File: src/hdl/decode_pkg.sv
package decode_pkg;

    localparam logic [5:0] op_special = 6'h00;
    localparam logic [5:0] op_j       = 6'h02;
    localparam logic [5:0] op_jal     = 6'h03;
    localparam logic [5:0] op_beq     = 6'h04;
    localparam logic [5:0] op_bne     = 6'h05;
    localparam logic [5:0] op_addiu   = 6'h09;
    localparam logic [5:0] op_slti    = 6'h0a;
    localparam logic [5:0] op_sltiu   = 6'h0b;
    localparam logic [5:0] op_andi    = 6'h0c;
    localparam logic [5:0] op_ori     = 6'h0d;
    localparam logic [5:0] op_xori    = 6'h0e;
    localparam logic [5:0] op_lui     = 6'h0f;
    localparam logic [5:0] op_lw      = 6'h23;
    localparam logic [5:0] op_sw      = 6'h2b;

    localparam logic [5:0] fn_sll  = 6'h00;
    localparam logic [5:0] fn_srl  = 6'h02;
    localparam logic [5:0] fn_sra  = 6'h03;
    localparam logic [5:0] fn_jr   = 6'h08;
    localparam logic [5:0] fn_addu = 6'h21;
    localparam logic [5:0] fn_subu = 6'h23;
    localparam logic [5:0] fn_and  = 6'h24;
    localparam logic [5:0] fn_or   = 6'h25;
    localparam logic [5:0] fn_xor  = 6'h26;
    localparam logic [5:0] fn_nor  = 6'h27;
    localparam logic [5:0] fn_slt  = 6'h2a;
    localparam logic [5:0] fn_sltu = 6'h2b;

    localparam logic [4:0] reg_ra = 5'd31; // link register

    typedef struct packed {
        logic [5:0] op;
        logic [4:0] rs;
        logic [4:0] rt;
        logic [4:0] rd;
        logic [4:0] sa;
        logic [5:0] func;
    } r_fmt_t;

    typedef struct packed {
        logic [5:0]  op;
        logic [4:0]  rs;
        logic [4:0]  rt;
        logic [15:0] imm;
    } i_fmt_t;

    typedef struct packed {
        logic [5:0]  op;
        logic [25:0] jidx;
    } j_fmt_t;

    // same 32-bit word seen as R, I or J format
    typedef union packed {
        r_fmt_t r_view;
        i_fmt_t i_view;
        j_fmt_t j_view;
    } inst_word_t;

    // one-hot, add sits in bit 0
    typedef struct packed {
        logic lui;
        logic sra;
        logic srl;
        logic sll;
        logic op_xor;
        logic op_or;
        logic op_nor;
        logic op_and;
        logic sltu;
        logic slt;
        logic sub;
        logic add;
    } alu_op_t;

    typedef enum logic [1:0] {
        src2_reg  = 2'b00,
        src2_zext = 2'b01,
        src2_sext = 2'b10
    } src2_sel_t;

    typedef enum logic [2:0] {
        br_none, br_beq, br_bne, br_j, br_jal, br_jr
    } br_kind_t;

    typedef struct packed {
        logic [31:0] pc;
        inst_word_t  inst;
    } fetch_bus_t;

    typedef struct packed {
        alu_op_t     alu_op;
        logic        load_op;
        logic        mem_we;
        logic        gr_we;
        logic        src1_is_sa;
        logic        src1_is_pc;
        src2_sel_t   src2_sel;
        logic        src2_is_8; // link address is pc + 8
        logic [4:0]  dest;
        logic [15:0] imm;
    } ctrl_t;

    typedef struct packed {
        logic        we;
        logic [4:0]  addr;
        logic [31:0] data;
    } rf_write_t;

    typedef struct packed {
        logic        valid;
        logic [4:0]  dest;   // 0 when the stage writes nothing
        logic [31:0] result;
    } fwd_src_t;

    typedef struct packed {
        ctrl_t       ctrl;
        logic [31:0] rs_value;
        logic [31:0] rt_value;
        logic [31:0] pc;
    } ds_to_es_t;

    typedef struct packed {
        logic        is_branch;
        logic        stall;
        logic        taken;
        logic [31:0] target;
    } br_bus_t;

endpackage

File: src/hdl/branch_unit.sv
`timescale 1ns/1ps

module branch_unit (
    input  decode_pkg::br_kind_t        br_kind,
    input  logic                 [31:0] pc,
    input  logic                 [15:0] imm,
    input  logic                 [25:0] jidx,
    input  logic                 [31:0] rs_value,
    input  logic                 [31:0] rt_value,
    output logic                        is_branch,
    output logic                        taken,
    output logic                 [31:0] target
);
    import decode_pkg::*;

    logic [31:0] slot_pc;   // delay-slot pc
    logic [31:0] br_offset;
    logic        rs_eq_rt;

    assign slot_pc   = pc + 32'd4;
    assign br_offset = {{14{imm[15]}}, imm, 2'b00};
    assign rs_eq_rt  = (rs_value == rt_value);
    assign is_branch = (br_kind != br_none);

    always_comb begin
        taken  = 1'b0;
        target = slot_pc + br_offset;
        case (br_kind)
            br_beq: taken = rs_eq_rt;
            br_bne: taken = !rs_eq_rt;
            br_j, br_jal: begin
                taken  = 1'b1;
                target = {slot_pc[31:28], jidx, 2'b00}; // stays in the 256MB region
            end
            br_jr: begin
                taken  = 1'b1;
                target = rs_value;
            end
            default: taken = 1'b0;
        endcase
    end

endmodule

File: src/hdl/id_stage.sv
`timescale 1ns/1ps

module id_stage (
    input  logic                   clk,
    input  logic                   reset,
    input  logic                   fs_to_ds_valid,
    input  decode_pkg::fetch_bus_t fs_to_ds_bus,
    output logic                   ds_allowin,
    input  logic                   es_allowin,
    output logic                   ds_to_es_valid,
    output decode_pkg::ds_to_es_t  ds_to_es_bus,
    output decode_pkg::br_bus_t    br_bus,
    input  decode_pkg::rf_write_t  ws_to_rf,
    input  decode_pkg::fwd_src_t   exe_fwd,
    input  decode_pkg::fwd_src_t   mem_fwd,
    input  decode_pkg::fwd_src_t   wb_fwd,
    input  logic                   es_load_op
);
    import decode_pkg::*;

    logic        ds_valid;
    fetch_bus_t  fs_to_ds_bus_r; // held instruction and pc
    logic        ds_ready_go;
    ctrl_t       ctrl;
    br_kind_t    br_kind;
    logic        rs_used;
    logic        rt_used;
    logic [31:0] rf_rdata1;
    logic [31:0] rf_rdata2;
    logic [31:0] rs_value;
    logic [31:0] rt_value;
    logic        load_stall;
    logic        is_branch;
    logic        br_taken;
    logic [31:0] br_target;

    assign ds_ready_go    = !load_stall;
    assign ds_allowin     = !ds_valid || (ds_ready_go && es_allowin);
    assign ds_to_es_valid = ds_valid && ds_ready_go;

    always_ff @(posedge clk) begin
        if (reset) begin
            ds_valid <= 1'b0;
        end else if (ds_allowin) begin
            ds_valid <= fs_to_ds_valid;
        end
    end

    always_ff @(posedge clk) begin
        if (fs_to_ds_valid && ds_allowin) begin
            fs_to_ds_bus_r <= fs_to_ds_bus;
        end
    end

    inst_decoder u_decoder (
        .inst    (fs_to_ds_bus_r.inst),
        .ctrl    (ctrl),
        .br_kind (br_kind),
        .rs_used (rs_used),
        .rt_used (rt_used)
    );

    regfile u_regfile (
        .clk    (clk),
        .raddr1 (fs_to_ds_bus_r.inst.r_view.rs),
        .raddr2 (fs_to_ds_bus_r.inst.r_view.rt),
        .rdata1 (rf_rdata1),
        .rdata2 (rf_rdata2),
        .wr     (ws_to_rf)
    );

    operand_forward u_forward (
        .rs         (fs_to_ds_bus_r.inst.r_view.rs),
        .rt         (fs_to_ds_bus_r.inst.r_view.rt),
        .rs_used    (rs_used),
        .rt_used    (rt_used),
        .rf_rdata1  (rf_rdata1),
        .rf_rdata2  (rf_rdata2),
        .exe_fwd    (exe_fwd),
        .mem_fwd    (mem_fwd),
        .wb_fwd     (wb_fwd),
        .es_load_op (es_load_op),
        .rs_value   (rs_value),
        .rt_value   (rt_value),
        .load_stall (load_stall)
    );

    branch_unit u_branch (
        .br_kind   (br_kind),
        .pc        (fs_to_ds_bus_r.pc),
        .imm       (fs_to_ds_bus_r.inst.i_view.imm),
        .jidx      (fs_to_ds_bus_r.inst.j_view.jidx),
        .rs_value  (rs_value),
        .rt_value  (rt_value),
        .is_branch (is_branch),
        .taken     (br_taken),
        .target    (br_target)
    );

    assign ds_to_es_bus = '{ctrl: ctrl, rs_value: rs_value, rt_value: rt_value,
                            pc: fs_to_ds_bus_r.pc};

    // only a live instruction may redirect fetch
    assign br_bus.is_branch = ds_valid & is_branch;
    assign br_bus.taken     = ds_valid & br_taken;
    assign br_bus.stall     = load_stall & br_bus.taken; // target not final yet
    assign br_bus.target    = br_target;

endmodule

File: src/hdl/inst_decoder.sv
`timescale 1ns/1ps

module inst_decoder (
    input  decode_pkg::inst_word_t inst,
    output decode_pkg::ctrl_t      ctrl,
    output decode_pkg::br_kind_t   br_kind,
    output logic                   rs_used,
    output logic                   rt_used
);
    import decode_pkg::*;

    logic [5:0] op;
    logic [5:0] func;
    logic       special;
    logic       no_sa;      // sa field must be zero
    logic       i_addu, i_subu, i_slt, i_sltu, i_and, i_or, i_xor, i_nor;
    logic       i_sll, i_srl, i_sra, i_jr;
    logic       i_addiu, i_slti, i_sltiu, i_andi, i_ori, i_xori, i_lui;
    logic       i_lw, i_sw, i_beq, i_bne, i_j, i_jal;
    logic       r_alu;      // register-register ops writing rd
    logic       imm_arith;  // writes rt from an immediate
    logic       defined;

    assign op      = inst.r_view.op;
    assign func    = inst.r_view.func;
    assign special = (op == op_special);
    assign no_sa   = (inst.r_view.sa == 5'd0);

    assign i_addu  = special && func == fn_addu && no_sa;
    assign i_subu  = special && func == fn_subu && no_sa;
    assign i_slt   = special && func == fn_slt  && no_sa;
    assign i_sltu  = special && func == fn_sltu && no_sa;
    assign i_and   = special && func == fn_and  && no_sa;
    assign i_or    = special && func == fn_or   && no_sa;
    assign i_xor   = special && func == fn_xor  && no_sa;
    assign i_nor   = special && func == fn_nor  && no_sa;
    assign i_sll   = special && func == fn_sll  && inst.r_view.rs == 5'd0;
    assign i_srl   = special && func == fn_srl  && inst.r_view.rs == 5'd0;
    assign i_sra   = special && func == fn_sra  && inst.r_view.rs == 5'd0;
    assign i_jr    = special && func == fn_jr   && no_sa
                     && inst.r_view.rt == 5'd0 && inst.r_view.rd == 5'd0;
    assign i_addiu = (op == op_addiu);
    assign i_slti  = (op == op_slti);
    assign i_sltiu = (op == op_sltiu);
    assign i_andi  = (op == op_andi);
    assign i_ori   = (op == op_ori);
    assign i_xori  = (op == op_xori);
    assign i_lui   = (op == op_lui) && inst.i_view.rs == 5'd0;
    assign i_lw    = (op == op_lw);
    assign i_sw    = (op == op_sw);
    assign i_beq   = (op == op_beq);
    assign i_bne   = (op == op_bne);
    assign i_j     = (op == op_j);
    assign i_jal   = (op == op_jal);

    assign r_alu     = i_addu | i_subu | i_slt | i_sltu | i_and | i_or | i_xor | i_nor
                       | i_sll | i_srl | i_sra;
    assign imm_arith = i_addiu | i_slti | i_sltiu | i_andi | i_ori | i_xori;
    assign defined   = r_alu | imm_arith | i_lui | i_lw | i_sw | i_beq | i_bne
                       | i_j | i_jal | i_jr;

    always_comb begin
        ctrl = '0;
        ctrl.alu_op.add    = i_addu | i_addiu | i_lw | i_sw | i_jal; // jal computes pc + 8
        ctrl.alu_op.sub    = i_subu;
        ctrl.alu_op.slt    = i_slt | i_slti;
        ctrl.alu_op.sltu   = i_sltu | i_sltiu;
        ctrl.alu_op.op_and = i_and | i_andi;
        ctrl.alu_op.op_nor = i_nor;
        ctrl.alu_op.op_or  = i_or | i_ori;
        ctrl.alu_op.op_xor = i_xor | i_xori;
        ctrl.alu_op.sll    = i_sll;
        ctrl.alu_op.srl    = i_srl;
        ctrl.alu_op.sra    = i_sra;
        ctrl.alu_op.lui    = i_lui;
        ctrl.load_op    = i_lw;
        ctrl.mem_we     = i_sw;
        ctrl.gr_we      = r_alu | imm_arith | i_lui | i_lw | i_jal;
        ctrl.src1_is_sa = i_sll | i_srl | i_sra;
        ctrl.src1_is_pc = i_jal;
        ctrl.src2_is_8  = i_jal;
        ctrl.imm        = inst.i_view.imm;
        if (i_andi | i_ori | i_xori | i_lui)
            ctrl.src2_sel = src2_zext;
        else if (i_addiu | i_slti | i_sltiu | i_lw | i_sw)
            ctrl.src2_sel = src2_sext;
        else
            ctrl.src2_sel = src2_reg;
        if (i_jal)
            ctrl.dest = reg_ra;
        else if (imm_arith | i_lui | i_lw)
            ctrl.dest = inst.i_view.rt;
        else if (r_alu)
            ctrl.dest = inst.r_view.rd;
        else
            ctrl.dest = 5'd0; // stores, branches, jumps, undefined
    end

    always_comb begin
        br_kind = br_none;
        if (i_beq)      br_kind = br_beq;
        else if (i_bne) br_kind = br_bne;
        else if (i_j)   br_kind = br_j;
        else if (i_jal) br_kind = br_jal;
        else if (i_jr)  br_kind = br_jr;
    end

    assign rs_used = defined & ~(i_sll | i_srl | i_sra | i_lui | i_j | i_jal);
    assign rt_used = defined & ~(imm_arith | i_lw | i_lui | i_j | i_jal);

endmodule

File: src/hdl/operand_forward.sv
`timescale 1ns/1ps

module operand_forward (
    input  logic                 [4:0]  rs,
    input  logic                 [4:0]  rt,
    input  logic                        rs_used,
    input  logic                        rt_used,
    input  logic                 [31:0] rf_rdata1,
    input  logic                 [31:0] rf_rdata2,
    input  decode_pkg::fwd_src_t        exe_fwd,
    input  decode_pkg::fwd_src_t        mem_fwd,
    input  decode_pkg::fwd_src_t        wb_fwd,
    input  logic                        es_load_op,
    output logic                 [31:0] rs_value,
    output logic                 [31:0] rt_value,
    output logic                        load_stall
);
    import decode_pkg::*;

    // later stage writes the register we want to read
    function automatic logic hit(input fwd_src_t f, input logic [4:0] addr);
        return f.valid && f.dest == addr && addr != 5'd0;
    endfunction

    // youngest producer wins: exe, then mem, then wb
    function automatic logic [31:0] pick(
        input logic [4:0]  addr,
        input logic        used,
        input logic [31:0] rf_val,
        input fwd_src_t    e,
        input fwd_src_t    m,
        input fwd_src_t    w
    );
        logic [31:0] val;
        val = rf_val;
        if (used) begin
            if (hit(e, addr))
                val = e.result;
            else if (hit(m, addr))
                val = m.result;
            else if (hit(w, addr))
                val = w.result;
        end
        return val;
    endfunction

    assign rs_value = pick(rs, rs_used, rf_rdata1, exe_fwd, mem_fwd, wb_fwd);
    assign rt_value = pick(rt, rt_used, rf_rdata2, exe_fwd, mem_fwd, wb_fwd);

    // load data not ready until mem
    assign load_stall = es_load_op
                        & ((rs_used & hit(exe_fwd, rs)) | (rt_used & hit(exe_fwd, rt)));

endmodule

File: src/hdl/regfile.sv
`timescale 1ns/1ps

module regfile (
    input  logic                  clk,
    input  logic [4:0]            raddr1,
    input  logic [4:0]            raddr2,
    output logic [31:0]           rdata1,
    output logic [31:0]           rdata2,
    input  decode_pkg::rf_write_t wr
);

    logic [31:0] regs [0:31];

    always_ff @(posedge clk) begin
        if (wr.we && wr.addr != 5'd0) begin
            regs[wr.addr] <= wr.data;
        end
    end

    // r0 reads as zero, its storage is never written
    assign rdata1 = (raddr1 == 5'd0) ? 32'd0 : regs[raddr1];
    assign rdata2 = (raddr2 == 5'd0) ? 32'd0 : regs[raddr2];

endmodule

File: config.mk
export PLATFORM = sky130hd
export DESIGN_NAME = id_stage
export DESIGN_NICKNAME = d
export VERILOG_FILES = /design/src/hdl/decode_pkg.sv /design/src/hdl/branch_unit.sv /design/src/hdl/id_stage.sv /design/src/hdl/inst_decoder.sv /design/src/hdl/operand_forward.sv /design/src/hdl/regfile.sv
export SDC_FILE = /design/constraint.sdc
export NUM_CORES = 2
export LEC_CHECK = 0
export BUFFER_PORTS_ARGS = -buffer_cell sky130_fd_sc_hd__buf_2
export CAP_MARGIN = 15
export CORE_MARGIN = 4
export CORE_UTILIZATION = 39
export CTS_CLUSTER_SIZE = 30
export DETAILED_ROUTE_END_ITERATION = 16
export PLACE_DENSITY_LB_ADDON = 0.3
export RECOVER_POWER = 100
export REMOVE_ABC_BUFFERS = 1
export SETUP_SLACK_MARGIN = 0.4
export SLEW_MARGIN = 5
export SYNTH_ARGS = -nofsm -noshare
export SYNTH_HDL_FRONTEND = slang
export SYNTH_SLANG_ARGS = --single-unit
File: constraint.sdc
create_clock -name clk -period 5.6 [get_ports clk]
set_clock_uncertainty 0.15 [all_clocks]
set_input_delay 1.12 -clock clk [delete_from_list [all_inputs] [get_ports clk]]
set_output_delay 1.12 -clock clk [all_outputs]
set_load 0.02 [all_outputs]
Word-level counts from Yosys, hierarchy flattened. Memory sizes are Yosys's and may differ from the RTL's. A register that Yosys moved wholly into a read port is not among the register bits. Index checks and enable logic that the tools add are counted. W data, S select, Z words.

Register bits after elaboration: 65. Bits in writable memories: 1024. Input bits: 221. Word-level logic and storage cells: 188. Memories kept: 1.

Memory list: u_regfile.regs (words 32, width 32, rd ports 2, clocked after memory_dff 2, wr ports 1, RTL line regfile.sv:12) `logic [31:0] regs [0:31];`.

Add/sub/neg operators: 2. Equality and inequality tests: 36. Muxes and demuxes: 26. Bitwise operators: 61. Reductions and logical operators: 59.

Operators by type and width (count): $mux W32 (10); $pmux W32 S2 (1); $eq A6 B6 Y1 const B (10); $or A1 B1 Y1 (51); $eq A6 B4 Y1 const B (8); $logic_and A1 B1 Y1 (43); $add A32 B3 Y32 const B (1); $add A32 B32 Y32 (1); $eq A32 B32 Y1 (1); $eq A5 B5 Y1 (6); $mux W5 (5); $eq A6 B2 Y1 const B (4); $logic_not A5 Y1 (4); $mux W3 (5); $reduce_bool A5 Y1 (3); $eq A6 B3 Y1 const B (2); $logic_not A6 Y1 (2); $and A1 B1 Y1 (8); $eq A3 B2 Y1 const B (2); $eq A3 B3 Y1 const B (2); $mux W2 (2); $eq A3 B1 Y1 const B (1); $logic_not A1 Y1 (3); $pmux W1 S3 (1); other kinds (6) (8).

Longest topological paths before layout.
Word-level depth: 31. Gate-level depth with buffers: 19. Mapped depth without buffers: 19.

By module. From an unflattened synthesis, not the netlist that was laid out.

Cell total of the unflattened synthesis: 3779. Area, all modules: 57088.5 µm².

Modules (own cells, without submodules): regfile (instances 1, cells an instance 2564, area an instance 47929.7 µm², sequential area each 30749.5 µm²); operand_forward (instances 1, cells an instance 530, area an instance 3071.7 µm², sequential area each 0.0 µm²); branch_unit (instances 1, cells an instance 450, area an instance 3020.4 µm², sequential area each 0.0 µm²); id_stage (instances 1, cells an instance 107, area an instance 2252.2 µm², sequential area each 1941.9 µm²); inst_decoder (instances 1, cells an instance 128, area an instance 814.5 µm², sequential area each 0.0 µm²).

Worst setup path before layout. OpenSTA, ideal clock, no wires.

Path type: register to output. Start: reg fs_to_ds_bus_r, in the netlist ds_to_es_bus[8]. End: out br_bus[31] (netlist bit). Arrival: 3.756 ns. Path slack: 0.574 ns. Stages on the path, launching flop included: 19. Cells stage by stage: edfxtp_1 nand2_1 or2_2 nor2_1 nand4_1 nor2_1 xor2_1 ha_1 a21o_1 a31oi_1 nand2_1 nor4_1 o21ai_0 o21ai_0 o2111ai_1 o211ai_1 xnor2_1 mux2i_1 o21ai_0.

RTL lines: start, declared (RTL line id_stage.sv:22) `fetch_bus_t fs_to_ds_bus_r;`; start signal, assigned (RTL line id_stage.sv:51) `fs_to_ds_bus_r <= fs_to_ds_bus;`; end, declared (RTL line id_stage.sv:12) `output decode_pkg::br_bus_t br_bus,`.

==> flow_summary.json <==
{
  "postSynthAreaPerCell_um2": 16.1,
  "synthTopCellsByArea": "edfxtp_1 (57%), mux4_2 (20%), a22oi_1 (3.6%)",
  "cp-startpoint": "fs_to_ds_bus_r[24]",
  "setup_viol": 14,
  "cpPeakStageDelay_ps": 570,
  "num_io_pins": 395,
  "vias_per_cell": 6.58,
  "drc": 0,
  "ctsHoldBuffers": 0,
  "cts.sinks": 1099,
  "critPathRequiredTime_ps": 4330,
  "fmax_mhz": 154,
  "grt-busiest-layer": "met2",
  "routabilityCongestion": 1.00,
  "cts_buffer_depth": 3,
  "ir_worst_vdd_mv": 0.254,
  "finish.net_count": 4576,
  "synth_ff_type": "edfxtp_1",
  "crit_type": "reg -> out",
  "start_util_pct": 39.5,
  "synth_edf_count": 1088,
  "place_inst": 5989,
  "final_cell_area_um2": 70400,
  "clk_pin_slew_ps": 60,
  "yosys_warnings": 0,
  "slew_headroom_pct": -186,
  "ff2ff_path_depth": 14,
  "die_height_um": 390,
  "routed_wl_um": 233000,
  "root_buffer": "clkbuf_16",
  "period_needed_ps": 6480,
  "final_hold_viol_count": 0,
  "use_met2_pct": 45.8,
  "cellPowerDensity_nw_per_um2": 307,
  "h-tree-depth": 3,
  "drive_gt1_share_pct": 41.0,
  "yosysSeqAreaShare_pct": 57.8,
  "synth_area_um2": 57000,
  "fin_crit_sh_pct": 116,
  "crit_chain": "or4_4 -> buf_12 -> o21ba_4 -> o2bb2ai_4 -> nand2b_1 -> buf_12 -> nor4_4 -> buf_4 -> o211ai_1 -> nand4b_1 -> nor4_2 -> buf_4 -> nand4_1 -> buf_4 -> mux2i_4 -> nor3b_2 -> buf_4",
  "numPortBuffers": 394,
  "preCtsSetupSlack_ps": -752,
  "grt_start_max_net_pins": 59,
  "design.die.area_um2": 152000,
  "gr-usage-met1_pct": 36.0,
  "reg2reg_from": "fs_to_ds_bus_r[24]",
  "outcome": "finished, violations left",
  "antenna_found_initial": 43,
  "syn2layout_area_growth_pct": 23.6,
  "regToRegEndpoint": "ds_to_es_bus[22]",
  "synth_cell_types": 80,
  "setup_slack_ps": -884,
  "cap_viol_max_count": 44,
  "cts_buffers": 113,
  "yosys.area.top_type_share_pct": 57.4,
  "dp_hpwl_um": 156000,
  "p_leak_nw": 23.6,
  "syn_inst": 3529,
  "ys_ff_latch": 1099,
  "cts_tree": "built",
  "wl_per_cell_um": 36.8,
  "core_region_area_um2": 144000,
  "critPathCapture": "br_bus[33]",
  "multi_input_area_um2": 23600,
  "seqCellArea_um2": 32900,
  "first_iter_violations": 6234,
  "drv_slew": 951,
  "synth_common_cells": "edfxtp_1 (1088), mux4_2 (514), a22oi_1 (271)",
  "crit_arrival_ps": 5210,
  "path_common_cell": "buf_4",
  "die_w_um": 390,
  "crit_path_top_delay_cell": "or4_4",
  "grt_usage_pct": 29.7,
  "antenna_left": 0,
  "clk_latency_ps": 750,
  "crit_path_start_kind": "flop",
  "dpl_cell_area_um2": 64600,
  "violations": "capacitance limit, slew limit, setup timing",
  "gr-usage-met3_pct": 11.7,
  "crit_fanout": 10,
  "grt_first_pass_wirelength_um": 317000,
  "tightest_slew_ps": 4290,
  "rrSetupSlack_ps": 570,
  "hold_class": "in -> reg",
  "rsz0062_at_grt": "true",
  "drtPass1Iterations": 8,
  "async_reset_ff_share_pct": 0,
  "endpoint_kind": "output pin",
  "vias": 41720,
  "grt_pass1_vias": 40835,
  "gr-total-overflow": 0,
  "yosysMostFrequentCell": "edfxtp_1",
  "row_count": 139,
  "synth_top_area_cell": "edfxtp_1",
  "stdcell_count": 6339,
  "fillCellCount": 12255
}
-- cells by family after synthesis --
logic type      synth area share (%)
buf+inv                         3.32
simple gates                    5.93
xor+xnor                        1.31
fa+ha+maj                      0.694
flops                           57.8
mux                             20.8
compound gates                  10.2
other cells                  0.00658
-- cells in the final DEF, fill, tap and decap left out, drive strengths merged, types with 15 or more instances in the layout --
cell type and count:
nor2b 22, clkinv 56, xnor2 55, o211ai 119, ha 30, o2111ai 34, a22oi 271, nor2 150
a211o 20, xor2 30, clkbuf 328, buf 801, and3 26, edfxtp 1088, o21ai 39, conb 32
a31o 33, a21oi 87, a31oi 37, nand2 123, a311oi 31, mux4 514, nand3 78, inv 31
nor3 40, diode 18, a211oi 16, nor4 43, nand4 21, or2 39, a21o 15
-- sequential cells by signal, summed over array words and instances (netlist names), named ones only --
signal / count
u_regfile.regs: 1024
ds_to_es_bus: 32
fs_to_ds_bus_r: 32
ds_valid: 1
-- area by class of cell --
type                       instances  share of cell area, %
sequential                      1099                   46.8
clock inverter                    81                   1.16
multi-input combinational       2081                   33.6
antenna                           18                 0.0640
inverter                          26                  0.139
tap                             1903                   3.38
clock buffer                     128                   4.11
timing repair buffer            1003                   10.8
-- what timing repair did --
action,CTS,global route
setup buffers,82,31
resized for setup,239,109
pin swaps,92,75
gates cloned,6,4
setup endpoints to repair,62,48
-- layer usage --
layer  vias up  wire [um]
met5         -        167
met4        24      15400
met3       644      32100
met2      3068     105000
met1     21431      80900
li1      16553          -
-- critical path, delay by kind of cell, from the launching register on --
| kind | cells | cell delay (ps) |
|---|---|---|
| AO/OA/AOI/OAI | 3 | 720 |
| buffers and inverters | 6 | 1140 |
| flip-flops | 1 | 380 |
| multiplexers | 1 | 170 |
| AND/OR/NAND/NOR | 7 | 2030 |
-- worst min-delay path by stage --
stage | cells after the start | end | slack, ps | from
2_1_floorplan | 1 | flop | 470 | fs_to_ds_bus_r[21]
3_3_place_gp | 2 | ds_valid | 350 | ds_valid
3_5_place_dp | 2 | ds_valid | 360 | ds_valid
4_1_cts | 2 | ds_valid | 330 | reset
5_1_grt | 2 | ds_valid | 350 | reset
6_report | 2 | ds_valid | 370 | reset
-- report_power, final --
| group | internal [mW] | switching (mW) | total, mW |
|---|---|---|---|
| logic | 1.93 | 2.73 | 4.66 |
| registers | 9.21 | 0.105 | 9.31 |
| clock network | 4.25 | 3.39 | 7.63 |
| total | 15.4 | 6.22 | 21.6 |
-- per-stage QoR --
stage                     hold slack, ps  utilization [%]  TNS [ps]  power (mW)
after CTS                            326             48.6     -2550        21.5
after floorplan                      472                -   -749280        12.1
after detailed placement             360             44.7     -1440        13.7
final                                366             48.8     -3530        21.6
after global routing                 350             48.7     -5600        22.2
after global placement               349             44.7     -1570        13.7
Power figures use the tool's default switching activity.
